## src/IsaPkg.sv

```systemverilog
package IsaPkg;

  typedef logic [31:0] Instruction;
  typedef logic [4:0] RegAddr;
  typedef logic [31:0] BasicData;
  typedef logic [2:0] Funct3;
  typedef logic [6:0] Funct7;
  typedef logic [6:0] Opcode;

  localparam RegAddr RegNone = 5'd0;

  // Major opcodes
  localparam Opcode OpImm = 7'b0010011;
  localparam Opcode OpReg = 7'b0110011;
  localparam Opcode OpLui = 7'b0110111;
  localparam Opcode OpAuipc = 7'b0010111;
  localparam Opcode OpJal = 7'b1101111;
  localparam Opcode OpJalr = 7'b1100111;
  localparam Opcode OpBranch = 7'b1100011;
  localparam Opcode OpStore = 7'b0100011;
  localparam Opcode OpLoad = 7'b0000011;

  // ALU funct3, shared by OP and OP-IMM
  localparam Funct3 F3AddSub = 3'b000;
  localparam Funct3 F3Sll = 3'b001;
  localparam Funct3 F3Slt = 3'b010;
  localparam Funct3 F3Sltu = 3'b011;
  localparam Funct3 F3Xor = 3'b100;
  localparam Funct3 F3SrlSra = 3'b101;
  localparam Funct3 F3Or = 3'b110;
  localparam Funct3 F3And = 3'b111;

  // Branch funct3
  localparam Funct3 F3Beq = 3'b000;
  localparam Funct3 F3Bne = 3'b001;
  localparam Funct3 F3Blt = 3'b100;
  localparam Funct3 F3Bge = 3'b101;
  localparam Funct3 F3Bltu = 3'b110;
  localparam Funct3 F3Bgeu = 3'b111;

  // Load and store width funct3
  localparam Funct3 F3Byte = 3'b000;
  localparam Funct3 F3Half = 3'b001;
  localparam Funct3 F3Word = 3'b010;
  localparam Funct3 F3ByteU = 3'b100;
  localparam Funct3 F3HalfU = 3'b101;

  // SUB and SRA/SRAI
  localparam Funct7 Funct7Alt = 7'b0100000;

endpackage

```

## src/CtrlPkg.sv

```systemverilog
package CtrlPkg;

  typedef enum logic [3:0] {
    AluAdd,
    AluSub,
    AluSll,
    AluSlt,
    AluSltu,
    AluXor,
    AluSrl,
    AluSra,
    AluOr,
    AluAnd,
    AluPassB,
    AluNone
  } AluCode;

  // Operand source
  typedef enum logic [1:0] {
    OpTypeReg,
    OpTypeImm,
    OpTypePc,
    OpTypeNone
  } OperandType;

  typedef enum logic [3:0] {
    BrNone,
    BrEq,
    BrNe,
    BrLt,
    BrGe,
    BrLtu,
    BrGeu,
    BrJal,
    BrJalr
  } BrCtrl;

  typedef enum logic [2:0] {
    MemNone,
    MemByte,
    MemHalf,
    MemWord,
    MemByteU,
    MemHalfU
  } MemWidth;

endpackage

```

## src/ExecUnit.sv

```systemverilog
`timescale 1ns/1ps

module ExecUnit (
  input var CtrlPkg::AluCode aluCode,
  input var CtrlPkg::OperandType op1Type,
  input var CtrlPkg::OperandType op2Type,
  input var CtrlPkg::BrCtrl brCtrl,
  input var IsaPkg::BasicData rs1Data,
  input var IsaPkg::BasicData rs2Data,
  input var IsaPkg::BasicData imm,
  input var IsaPkg::BasicData pc,
  output var IsaPkg::BasicData result,
  output var IsaPkg::BasicData linkPc,
  output var logic branchTaken,
  output var IsaPkg::BasicData targetPc
);

  IsaPkg::BasicData op1;
  IsaPkg::BasicData op2;
  IsaPkg::BasicData jalrSum;
  logic [4:0] shamt;

  always_comb begin
    case (op1Type)
      CtrlPkg::OpTypeReg: op1 = rs1Data;
      CtrlPkg::OpTypeImm: op1 = imm;
      CtrlPkg::OpTypePc: op1 = pc;
      default: op1 = '0;
    endcase
    case (op2Type)
      CtrlPkg::OpTypeReg: op2 = rs2Data;
      CtrlPkg::OpTypeImm: op2 = imm;
      default: op2 = '0;
    endcase
  end

  assign shamt = op2[4:0];

  always_comb begin
    case (aluCode)
      CtrlPkg::AluAdd: result = op1 + op2;
      CtrlPkg::AluSub: result = op1 - op2;
      CtrlPkg::AluSll: result = op1 << shamt;
      CtrlPkg::AluSlt: result = {31'd0, $signed(op1) < $signed(op2)};
      CtrlPkg::AluSltu: result = {31'd0, op1 < op2};
      CtrlPkg::AluXor: result = op1 ^ op2;
      CtrlPkg::AluSrl: result = op1 >> shamt;
      CtrlPkg::AluSra: result = $signed(op1) >>> shamt;
      CtrlPkg::AluOr: result = op1 | op2;
      CtrlPkg::AluAnd: result = op1 & op2;
      CtrlPkg::AluPassB: result = op2;
      default: result = '0;
    endcase
  end

  // Compare works on the register values directly
  always_comb begin
    case (brCtrl)
      CtrlPkg::BrEq: branchTaken = rs1Data == rs2Data;
      CtrlPkg::BrNe: branchTaken = rs1Data != rs2Data;
      CtrlPkg::BrLt: branchTaken = $signed(rs1Data) < $signed(rs2Data);
      CtrlPkg::BrGe: branchTaken = $signed(rs1Data) >= $signed(rs2Data);
      CtrlPkg::BrLtu: branchTaken = rs1Data < rs2Data;
      CtrlPkg::BrGeu: branchTaken = rs1Data >= rs2Data;
      CtrlPkg::BrJal, CtrlPkg::BrJalr: branchTaken = 1'b1;
      default: branchTaken = 1'b0;
    endcase
  end

  assign jalrSum = rs1Data + imm;
  assign targetPc = (brCtrl == CtrlPkg::BrJalr) ? {jalrSum[31:1], 1'b0} : pc + imm;
  assign linkPc = pc + 32'd4;

endmodule

```

## config.mk

```make
export PLATFORM = sky130hd
export DESIGN_NAME = ExecUnit
export DESIGN_NICKNAME = d
export VERILOG_FILES = /design/src/IsaPkg.sv /design/src/CtrlPkg.sv /design/src/ExecUnit.sv
export SDC_FILE = /design/constraint.sdc
export NUM_CORES = 1
export LEC_CHECK = 0
export BUFFER_PORTS_ARGS = -buffer_cell sky130_fd_sc_hd__buf_2
export CAP_MARGIN = 20
export CELL_PAD_IN_SITES_DETAIL_PLACEMENT = 0
export CELL_PAD_IN_SITES_GLOBAL_PLACEMENT = 2
export CORE_UTILIZATION = 35
export DETAILED_ROUTE_END_ITERATION = 8
export PLACE_DENSITY_LB_ADDON = 0.05
export SETUP_SLACK_MARGIN = 0.2
export SYNTH_ARGS = -nofsm -noshare
export SYNTH_HDL_FRONTEND = slang
export SYNTH_SLANG_ARGS = --single-unit
```

## constraint.sdc

```tcl
create_clock -name vclk -period 10.4
set_clock_uncertainty 0.2 [all_clocks]
set_input_delay 0.52 -clock vclk [all_inputs]
set_output_delay 0.52 -clock vclk [all_outputs]
set_load 0.02 [all_outputs]
```

==> results.sh <==
export IMPL_outcome="complete, no violations"
export IMPL_grt_overflow_total=0
export IMPL_drive_gt1_frac=0.156
export IMPL_crit_path_max_fanout=56
export IMPL_crit_buf_inv=3
export IMPL_max_vdd_ir_drop_mv=0.0304
export IMPL_seq_cell_count=0
export IMPL_cpMaxStageDelayCell="buf_2"
export IMPL_vias_per_cell=6.13
export IMPL_initial_core_util=0.358
export IMPL_cts_setup_buffers=0
export IMPL_ios=237
export IMPL_wl_per_cell_microns=24.5
export IMPL_crit_path_max_incr_delay_ns=0.70
export IMPL_grt_max_degree=73
export IMPL_antenna_found_initial=6
export IMPL_clock_buffers=0
export IMPL_final_seq_area_sq_um=0
export IMPL_synth_area_sq_mm=0.0144
export IMPL_core_area_sq_mm=0.0401
export IMPL_routed_wl_microns=70200
export IMPL_setup_violations=0
export IMPL_antenna_left=0
export IMPL_hold_path_end="linkPc[0]"
export IMPL_grt_use_total=0.322
export IMPL_ys_types=89
export IMPL_dieArea_sq_mm=0.0419
export IMPL_yosysWarnings=0
export IMPL_cp_arrival_ns=5.99
export IMPL_switching_power_mw=0.758
export IMPL_critPathLaunchType="input pin"
export IMPL_gp_congestion=1.02
export IMPL_setup_tns_ns=0
export IMPL_combPwrFrac=1.000
export IMPL_drt_iter0_drc=1630
export IMPL_vias=17600
export IMPL_post_cts_resized=0
export IMPL_synth_cells=2193
export IMPL_hold_path_class="in -> out"
export IMPL_whs_path_depth=2
export IMPL_area_delta_synth_final_pct=11.5
export IMPL_dr_pass1_iters=6
export IMPL_cts_hold_buf=0
export IMPL_syn_num_nets=2529
export IMPL_rsz0062_at_grt="false"
export IMPL_avgSynthCellArea_sq_um=6.55
export IMPL_hold_viol_final=0
export IMPL_p_leak_nw=7.59
export IMPL_period_needed_ns=6.71
export IMPL_fin_crit_sh=0.645
export IMPL_drc=0
export IMPL_finalMaxSlewViolations=0
export IMPL_p_int_mw=0.409
export IMPL_die_h_microns=205
export IMPL_io_buffer_count=237
export IMPL_fmax_ghz=0.149
export IMPL_setup_worst_path_class="in -> out"
export IMPL_seq_area_frac_synth=0
export IMPL_fin_area_sq_mm=0.0160
export IMPL_cp_cell_sequence="buf_2, mux2i_1, nor2_4, buf_4, ha_1, fa_1, o21bai_1, o21ai_0, a21bo_2, a21oi_1, a31oi_1, o21ai_0, a311o_1, a21oi_1, o211ai_1, o211ai_1, buf_2"
export IMPL_swShare=0.649
export IMPL_seqPwrFrac=0
export IMPL_placementRows=73
export IMPL_relSlewSlack=0.325
export IMPL_fin_nets=2680
export IMPL_crit_family="compound AO/OA/AOI/OAI gates"
export IMPL_grt_pass1_vias=16800
export IMPL_placed_area_sq_mm=0.0160
export IMPL_maxCapViolCount=0
export IMPL_worstPathRequired_ns=9.68
export IMPL_die_w_microns=205
export IMPL_worstMarginPinSlew_ns=1.01
export IMPL_crit_path_end_kind="output port"
export IMPL_cellPowerDensity_mw_per_mm2=72.9
export IMPL_grt_pass1_wl_microns=104000
export IMPL_dp_hpwl_microns=57300
export IMPL_hp_start="pc[0]"
export IMPL_pwr_share_clk=0
-- power by group through the flow --
stage	logic (mW)	clock network (mW)	registers, mW
6_report	1.17	0.0000000258	0
5_1_grt	1.26	0.0000000129	0
4_1_cts	1.15	0	0
3_5_place_dp	1.14	0	0
3_3_place_gp	1.14	0	0
2_1_floorplan	0.774	0	0
-- how the worst max path moves through the flow --
stage / from / end / slack (ns) / cells after the start
finish: op2Type[0] / result[0] / 3.69 / 17
global route: op1Type[1] / result[17] / 3.33 / 17
CTS: op2Type[0] / result[0] / 3.78 / 17
detailed placement: op1Type[1] / result[25] / 3.79 / 18
global placement: op2Type[0] / result[0] / 3.86 / 17
floorplan: op2Type[0] / result[25] / 4.83 / 19
-- routing by layer --
metal	part of all wire	wire, microns	vias to the layer above	track usage
met3	0.068	4750	94	0.0280
met4	0.030	2100	8	0.0893
met1	0.46	32500	8335	0.456
met5	0.00077	54	-	0
li1	-	-	8394	-
met2	0.44	30800	758	0.514
-- final cells by class --
cell class	count	area (sq um)
Timing Repair Buffer	286	1550
Antenna cell	2	5.00
Tap cell	525	657
Inverter	153	574
Multi-Input combinational cell	1903	13200
Fill cell	4436	24100
-- Yosys cell counts (27+ instances only) --
| cell type | number | area [sq um] |
|---|---|---|
| nand2_1 | 188 | 706 |
| xnor2_1 | 50 | 438 |
| mux2i_1 | 139 | 1390 |
| o21ai_0 | 146 | 731 |
| mux2_2 | 32 | 360 |
| nor3_1 | 44 | 220 |
| ha_1 | 192 | 2400 |
| nand3_1 | 45 | 225 |
| clkbuf_1 | 93 | 349 |
| xor2_1 | 33 | 289 |
| o211ai_1 | 27 | 203 |
| a21o_1 | 43 | 323 |
| a21oi_1 | 226 | 1130 |
| nor2_1 | 260 | 976 |
| a221oi_1 | 33 | 289 |
| inv_1 | 148 | 556 |
| a211oi_1 | 29 | 218 |
| a2bb2oi_1 | 27 | 236 |
-- metrics by stage --
| step | hold WS (ns) | worst slack [ns] | power (mW) | util | instances |
|---|---|---|---|---|---|
| after floorplan | 0.917 | 4.83 | 0.774 | - | 2193 |
| after global placement | 1.11 | 3.86 | 1.14 | 0.399 | 2867 |
| after detailed placement | 1.10 | 3.79 | 1.14 | 0.399 | 2867 |
| after CTS | 1.10 | 3.78 | 1.15 | 0.399 | 2867 |
| after global routing | 1.11 | 3.33 | 1.26 | 0.399 | 2868 |
| final | 1.10 | 3.69 | 1.17 | 0.400 | 2869 |
-- kinds of logic (layout without fill, tap and decap cells) --
kind of cell | count (synthesis) | in the layout | share of synthesized area
multiplexers | 173 | 173 | 0.125
AO/OA/AOI/OAI | 769 | 769 | 0.354
buffers and inverters | 290 | 439 | 0.0824
XOR/XNOR | 83 | 83 | 0.0506
adder cells (fa/ha/maj) | 196 | 196 | 0.173
other | 0 | 2 | 0
AND/OR/NAND/NOR | 682 | 682 | 0.215
-- cell usage in the layout (no fill, tap or decap), types with 6 or more instances in the layout --
master	instances
nor2_1	256
buf_2	237
a21oi_1	226
ha_1	192
nand2_1	188
inv_1	148
o21ai_0	146
mux2i_1	139
xnor2_1	50
buf_4	49
nand3_1	45
nor3_1	43
a21o_1	43
a221oi_1	33
xor2_1	33
mux2_2	32
a211oi_1	29
a2bb2oi_1	27
o211ai_1	27
nand2b_1	26
o22ai_1	26
a31oi_1	23
nand4_1	23
o21bai_1	19
o31ai_1	18
o221ai_1	16
nor2b_1	15
or3_1	15
o21a_1	14
a221o_1	14
a22oi_1	13
and3_1	13
o2111ai_1	13
or2_2	12
a2111oi_0	8
and2_1	7
nor4_1	7
o2bb2ai_1	6
o32ai_1	6
Note: power is estimated with default switching activity, not from simulation.
