**config.mk**
```make
export PLATFORM = sky130hd
export DESIGN_NAME = Decoder
export DESIGN_NICKNAME = d
export VERILOG_FILES = /design/src/IsaPkg.sv /design/src/CtrlPkg.sv /design/src/Decoder.sv
export SDC_FILE = /design/constraint.sdc
export NUM_CORES = 1
export LEC_CHECK = 0
export ABC_AREA = 1
export BUFFER_PORTS_ARGS = -buffer_cell sky130_fd_sc_hd__buf_2
export CORE_ASPECT_RATIO = 0.6
export CORE_UTILIZATION = 42
export DETAILED_ROUTE_END_ITERATION = 7
export PLACE_DENSITY = 0.95
export SLEW_MARGIN = 10
export SYNTH_ARGS = -nofsm -noshare
export SYNTH_HDL_FRONTEND = slang
export SYNTH_SLANG_ARGS = --single-unit
```
**constraint.sdc**
```tcl
create_clock -name vclk -period 1.4
set_input_delay 0.21 -clock vclk [all_inputs]
set_output_delay 0.21 -clock vclk [all_outputs]
set_load 0.01 [all_outputs]
```
**src/IsaPkg.sv**
```systemverilog
package IsaPkg;

  typedef logic [31:0] Instruction;
  typedef logic [4:0] RegAddr;
  typedef logic [31:0] BasicData;
  typedef logic [2:0] Funct3;
  typedef logic [6:0] Funct7;
  typedef logic [6:0] Opcode;

  localparam RegAddr RegNone = 5'd0;

  // Major opcodes
  localparam Opcode OpImm = 7'b0010011;
  localparam Opcode OpReg = 7'b0110011;
  localparam Opcode OpLui = 7'b0110111;
  localparam Opcode OpAuipc = 7'b0010111;
  localparam Opcode OpJal = 7'b1101111;
  localparam Opcode OpJalr = 7'b1100111;
  localparam Opcode OpBranch = 7'b1100011;
  localparam Opcode OpStore = 7'b0100011;
  localparam Opcode OpLoad = 7'b0000011;

  // ALU funct3, shared by OP and OP-IMM
  localparam Funct3 F3AddSub = 3'b000;
  localparam Funct3 F3Sll = 3'b001;
  localparam Funct3 F3Slt = 3'b010;
  localparam Funct3 F3Sltu = 3'b011;
  localparam Funct3 F3Xor = 3'b100;
  localparam Funct3 F3SrlSra = 3'b101;
  localparam Funct3 F3Or = 3'b110;
  localparam Funct3 F3And = 3'b111;

  // Branch funct3
  localparam Funct3 F3Beq = 3'b000;
  localparam Funct3 F3Bne = 3'b001;
  localparam Funct3 F3Blt = 3'b100;
  localparam Funct3 F3Bge = 3'b101;
  localparam Funct3 F3Bltu = 3'b110;
  localparam Funct3 F3Bgeu = 3'b111;

  // Load and store width funct3
  localparam Funct3 F3Byte = 3'b000;
  localparam Funct3 F3Half = 3'b001;
  localparam Funct3 F3Word = 3'b010;
  localparam Funct3 F3ByteU = 3'b100;
  localparam Funct3 F3HalfU = 3'b101;

  // SUB and SRA/SRAI
  localparam Funct7 Funct7Alt = 7'b0100000;

endpackage

```
**src/CtrlPkg.sv**
```systemverilog
package CtrlPkg;

  typedef enum logic [3:0] {
    AluAdd,
    AluSub,
    AluSll,
    AluSlt,
    AluSltu,
    AluXor,
    AluSrl,
    AluSra,
    AluOr,
    AluAnd,
    AluPassB,
    AluNone
  } AluCode;

  // Operand source
  typedef enum logic [1:0] {
    OpTypeReg,
    OpTypeImm,
    OpTypePc,
    OpTypeNone
  } OperandType;

  typedef enum logic [3:0] {
    BrNone,
    BrEq,
    BrNe,
    BrLt,
    BrGe,
    BrLtu,
    BrGeu,
    BrJal,
    BrJalr
  } BrCtrl;

  typedef enum logic [2:0] {
    MemNone,
    MemByte,
    MemHalf,
    MemWord,
    MemByteU,
    MemHalfU
  } MemWidth;

endpackage

```
**src/Decoder.sv**
```systemverilog
`timescale 1ns/1ps

module Decoder (
  input var IsaPkg::Instruction inst,
  output var IsaPkg::RegAddr rs1Addr,
  output var IsaPkg::RegAddr rs2Addr,
  output var IsaPkg::RegAddr rdAddr,
  output var IsaPkg::BasicData imm,
  output var CtrlPkg::AluCode aluCode,
  output var CtrlPkg::OperandType op1Type,
  output var CtrlPkg::OperandType op2Type,
  output var CtrlPkg::BrCtrl brCtrl,
  output var CtrlPkg::MemWidth memWidth,
  output var logic wEnable,
  output var logic isLoad,
  output var logic isStore,
  output var logic isBubble
);

  IsaPkg::Opcode opcode;
  IsaPkg::Funct3 funct3;
  IsaPkg::Funct7 funct7;
  IsaPkg::BasicData immI;
  IsaPkg::BasicData immS;
  IsaPkg::BasicData immB;
  IsaPkg::BasicData immU;
  IsaPkg::BasicData immJ;

  assign opcode = inst[6:0];
  assign funct3 = inst[14:12];
  assign funct7 = inst[31:25];

  assign immI = {{20{inst[31]}}, inst[31:20]};
  assign immS = {{20{inst[31]}}, inst[31:25], inst[11:7]};
  assign immB = {{19{inst[31]}}, inst[31], inst[7], inst[30:25], inst[11:8], 1'b0};
  assign immU = {inst[31:12], 12'b0};
  assign immJ = {{11{inst[31]}}, inst[31], inst[19:12], inst[20], inst[30:21], 1'b0};

  // Subtract only exists in OP, shifts honour alt in both forms
  function automatic CtrlPkg::AluCode aluSelect(input IsaPkg::Funct3 f3, input logic alt,
                                                input logic isReg);
    case (f3)
      IsaPkg::F3AddSub: return (isReg && alt) ? CtrlPkg::AluSub : CtrlPkg::AluAdd;
      IsaPkg::F3Sll: return CtrlPkg::AluSll;
      IsaPkg::F3Slt: return CtrlPkg::AluSlt;
      IsaPkg::F3Sltu: return CtrlPkg::AluSltu;
      IsaPkg::F3Xor: return CtrlPkg::AluXor;
      IsaPkg::F3SrlSra: return alt ? CtrlPkg::AluSra : CtrlPkg::AluSrl;
      IsaPkg::F3Or: return CtrlPkg::AluOr;
      default: return CtrlPkg::AluAnd;
    endcase
  endfunction

  function automatic CtrlPkg::BrCtrl brSelect(input IsaPkg::Funct3 f3);
    case (f3)
      IsaPkg::F3Beq: return CtrlPkg::BrEq;
      IsaPkg::F3Bne: return CtrlPkg::BrNe;
      IsaPkg::F3Blt: return CtrlPkg::BrLt;
      IsaPkg::F3Bge: return CtrlPkg::BrGe;
      IsaPkg::F3Bltu: return CtrlPkg::BrLtu;
      IsaPkg::F3Bgeu: return CtrlPkg::BrGeu;
      default: return CtrlPkg::BrNone;
    endcase
  endfunction

  function automatic CtrlPkg::MemWidth memSelect(input IsaPkg::Funct3 f3);
    case (f3)
      IsaPkg::F3Byte: return CtrlPkg::MemByte;
      IsaPkg::F3Half: return CtrlPkg::MemHalf;
      IsaPkg::F3Word: return CtrlPkg::MemWord;
      IsaPkg::F3ByteU: return CtrlPkg::MemByteU;
      IsaPkg::F3HalfU: return CtrlPkg::MemHalfU;
      default: return CtrlPkg::MemNone;
    endcase
  endfunction

  always_comb begin
    rs1Addr = IsaPkg::RegNone;
    rs2Addr = IsaPkg::RegNone;
    rdAddr = IsaPkg::RegNone;
    imm = '0;
    aluCode = CtrlPkg::AluNone;
    op1Type = CtrlPkg::OpTypeNone;
    op2Type = CtrlPkg::OpTypeNone;
    brCtrl = CtrlPkg::BrNone;
    memWidth = CtrlPkg::MemNone;
    wEnable = 1'b0;
    isLoad = 1'b0;
    isStore = 1'b0;
    isBubble = 1'b0;

    unique case (opcode)
      IsaPkg::OpImm: begin
        rs1Addr = inst[19:15];
        rdAddr = inst[11:7];
        imm = immI;
        aluCode = aluSelect(funct3, funct7[5], 1'b0);
        op1Type = CtrlPkg::OpTypeReg;
        op2Type = CtrlPkg::OpTypeImm;
        wEnable = 1'b1;
      end
      IsaPkg::OpReg: begin
        rs1Addr = inst[19:15];
        rs2Addr = inst[24:20];
        rdAddr = inst[11:7];
        aluCode = aluSelect(funct3, funct7 == IsaPkg::Funct7Alt, 1'b1);
        op1Type = CtrlPkg::OpTypeReg;
        op2Type = CtrlPkg::OpTypeReg;
        wEnable = 1'b1;
      end
      IsaPkg::OpLui, IsaPkg::OpAuipc: begin
        rdAddr = inst[11:7];
        imm = immU;
        aluCode = (opcode == IsaPkg::OpLui) ? CtrlPkg::AluPassB : CtrlPkg::AluAdd;
        op1Type = CtrlPkg::OpTypePc;
        op2Type = CtrlPkg::OpTypeImm;
        wEnable = 1'b1;
      end
      IsaPkg::OpJal: begin
        rdAddr = inst[11:7];
        imm = immJ;
        brCtrl = CtrlPkg::BrJal;
        wEnable = 1'b1;
      end
      IsaPkg::OpJalr: begin
        rs1Addr = inst[19:15];
        rdAddr = inst[11:7];
        imm = immI;
        brCtrl = CtrlPkg::BrJalr;
        wEnable = 1'b1;
      end
      IsaPkg::OpBranch: begin
        rs1Addr = inst[19:15];
        rs2Addr = inst[24:20];
        imm = immB;
        brCtrl = brSelect(funct3);
      end
      IsaPkg::OpStore: begin
        rs1Addr = inst[19:15];
        rs2Addr = inst[24:20];
        imm = immS;
        aluCode = CtrlPkg::AluAdd;
        op1Type = CtrlPkg::OpTypeReg;
        op2Type = CtrlPkg::OpTypeImm;
        memWidth = memSelect(funct3);
        isStore = 1'b1;
      end
      IsaPkg::OpLoad: begin
        rs1Addr = inst[19:15];
        rdAddr = inst[11:7];
        imm = immI;
        aluCode = CtrlPkg::AluAdd;
        op1Type = CtrlPkg::OpTypeReg;
        op2Type = CtrlPkg::OpTypeImm;
        memWidth = memSelect(funct3);
        wEnable = 1'b1;
        isLoad = 1'b1;
      end
      default: begin
        isBubble = 1'b1;
      end
    endcase
  end

endmodule

```
==> flow_summary.ini <==
[timing]
setup_viol = 59
finalCritPeriodShare_pct = 117
timing.fmax_mhz = 613
finalHoldViolCount = 0
fin_ws_ns = -0.233
worst_slew_pin_slew_ns = 0.304
slew_headroom_pct = 79.7
drv_slew = 0
rsz0062_at_grt = true
layout_min_cycle_time_ns = 1.63
setup_tns_ns = -6.91
hold_slack_ns = 0.736

[yosys]
avgSynthCellArea_sq_um = 5.10
synthXorXnorAreaFrac_pct = 0
synth_top_family_by_area = simple AND/OR/NAND/NOR gates
ys_seq_area_share_pct = 0
synth-warning-count = 0
netlist_instances = 238
syn-cell-area_sq_um = 1210
netlist-cell-type-count = 20
synthMuxAreaShare_pct = 0
syn-num-nets = 270
synth_simple_gate_area_share_pct = 72.4
synth_compound_area_share_pct = 6.90
yosys.area_share.adder_pct = 0

[global_route]
grt_pass1_wl_um = 8630
grt_pass1_vias = 1846
grt-ovfl-total = 0
antenna_found_initial = 0
track_usage_pct = 34.8
grt_max_degree = 13

[routing]
viasPerCell = 6.11
dr.pass1.iters = 7
drt-wirelength-per-cell_um = 19.4
drt_iter0_markers = 327
wl_um = 7650
drc = 0
antenna_left = 0
via_count = 2415

[setup_path]
critPathLaunchType = input pin
crit_path_top_delay_cell = nor2_4
cp.required_ns = 1.19
cp_common_cell = nand2_8
slowest_delay_ns = 0.21
worst_setup_path_end_kind = primary output
worstPathMaxFanout = 8
critical_path_arrival_ns = 1.42
crit_type = input pin to primary output
cp_cell_sequence = buf_6 -> nand2_8 -> inv_8 -> nand2_8 -> nor2_4 -> nor2_8 -> nand2_8 -> nor2_4 -> nor2_1 -> buf_2

[finish]
n_fill_cell = 84
fin_area_sq_um = 2450
area_growth_pct = 102
antenna_cells = 0
drive_gt1_share_pct = 59.2
nClkBuffers = 0
final_nets = 397
seq_cell_count = 0
final_cell_mix = 71 x nand2_1, 71 x buf_2, 38 x inv_1, 33 x buf_6, 22 x buf_4
register_area_sq_um = 0

[floorplanning]
dieArea_sq_um = 3120
boundaryPins = 98
rows = 14
start_util_pct = 46.2
core_sq_um = 2630
die_h_um = 43.7
die_w_um = 71.4

[power_and_ir_drop]
sw_frac_of_total_pct = 61.0
p_seq_share_pct = 0
power.density_nw_per_um2 = 175
switching_power_uw = 262
pwr-share-clk_pct = 0
p_int_uw = 167
peakVddDrop_mv = 0.191
total_leakage_power_uw = 0.00164
comb_power_share_pct = 100.0

[flow_run]
max-cap-violations = 0

[place]
dp_hpwl_um = 3450
gp_congestion = 0.986
io_buffers = 98
postPlaceCellArea_sq_um = 1910

[run_status]
status = finished with violations
violations = negative setup slack

[hold_path]
hold_class = input pin to primary output
==> synthesized netlist by cell type (all sizes together) <==
master   n  area [sq um]
nand2   91           387
inv     53           199
nor2    40           253
nand3   32           230
a21oi    9          48.8
buf      5          52.6
o21ai    4          20.0
nor3     2          10.0
a21o     1          7.51
o211ai   1          7.51
==> layout make-up <==
class | count | area, sq um | area share (%)
repair buffers | 129 | 947 | 38.7
multi-input cells | 181 | 1240 | 50.7
inverters | 53 | 221 | 9.04
well taps | 32 | 40.0 | 1.63
==> critical path: cells and delay by family <==
| family | cells | cell delay (ns) |
|---|---|---|
| buffers and inverters | 3 | 0.32 |
| AND/OR/NAND/NOR | 7 | 0.89 |
==> per-layer routing <==
metal / vias up / share of wire (%) / track usage [%]
met3: 110 / 15 / 3.26
met5: - / 0 / 0
met1: 1034 / 35 / 45.0
met4: 0 / 9.1 / 10.4
li1: 970 / - / -
met2: 301 / 41 / 62.5
==> power groups by stage <==
stage / clock, uW / combinational (uW) / sequential [uW]
finish: 0 / 429 / 0
global route: 0 / 443 / 0
CTS: 0 / 345 / 0
detailed placement: 0 / 281 / 0
global placement: 0 / 274 / 0
floorplan: 0 / 135 / 0
==> through the flow <==
step | util [%] | total power (uW) | worst slack (ns) | instances
6_report | 93.2 | 429 | -0.233 | 395
5_1_grt | 93.2 | 443 | -0.251 | 395
4_1_cts | 85.0 | 345 | -0.0878 | 392
3_5_place_dp | 72.8 | 281 | -0.228 | 389
3_3_place_gp | 72.8 | 274 | -0.132 | 389
2_1_floorplan | - | 135 | 0.101 | 238
==> kinds of logic (layout without fill, tap and decap cells) <==
kind of cell | count (synthesis) | after routing
compound gates | 15 | 15
buf+inv | 58 | 182
simple gates | 165 | 166
==> path summary, 6_finish.rpt <==
check / from / endpoint / slack [ns] / depth (start not counted)
hold / removal: inst[11] / rdAddr[4] / 0.74 / 4
setup / recovery: inst[0] / rs1Addr[1] / -0.23 / 10
==> timing repair <==
action                     in CTS  in global routing
gates resized for setup        67                 48
setup buffers                   2                  2
pin swaps                      20                 19
hold buffers                    0                  0
cloned                          1                  1
setup endpoints to repair      63                 62
(Power assumes the default switching activity.)
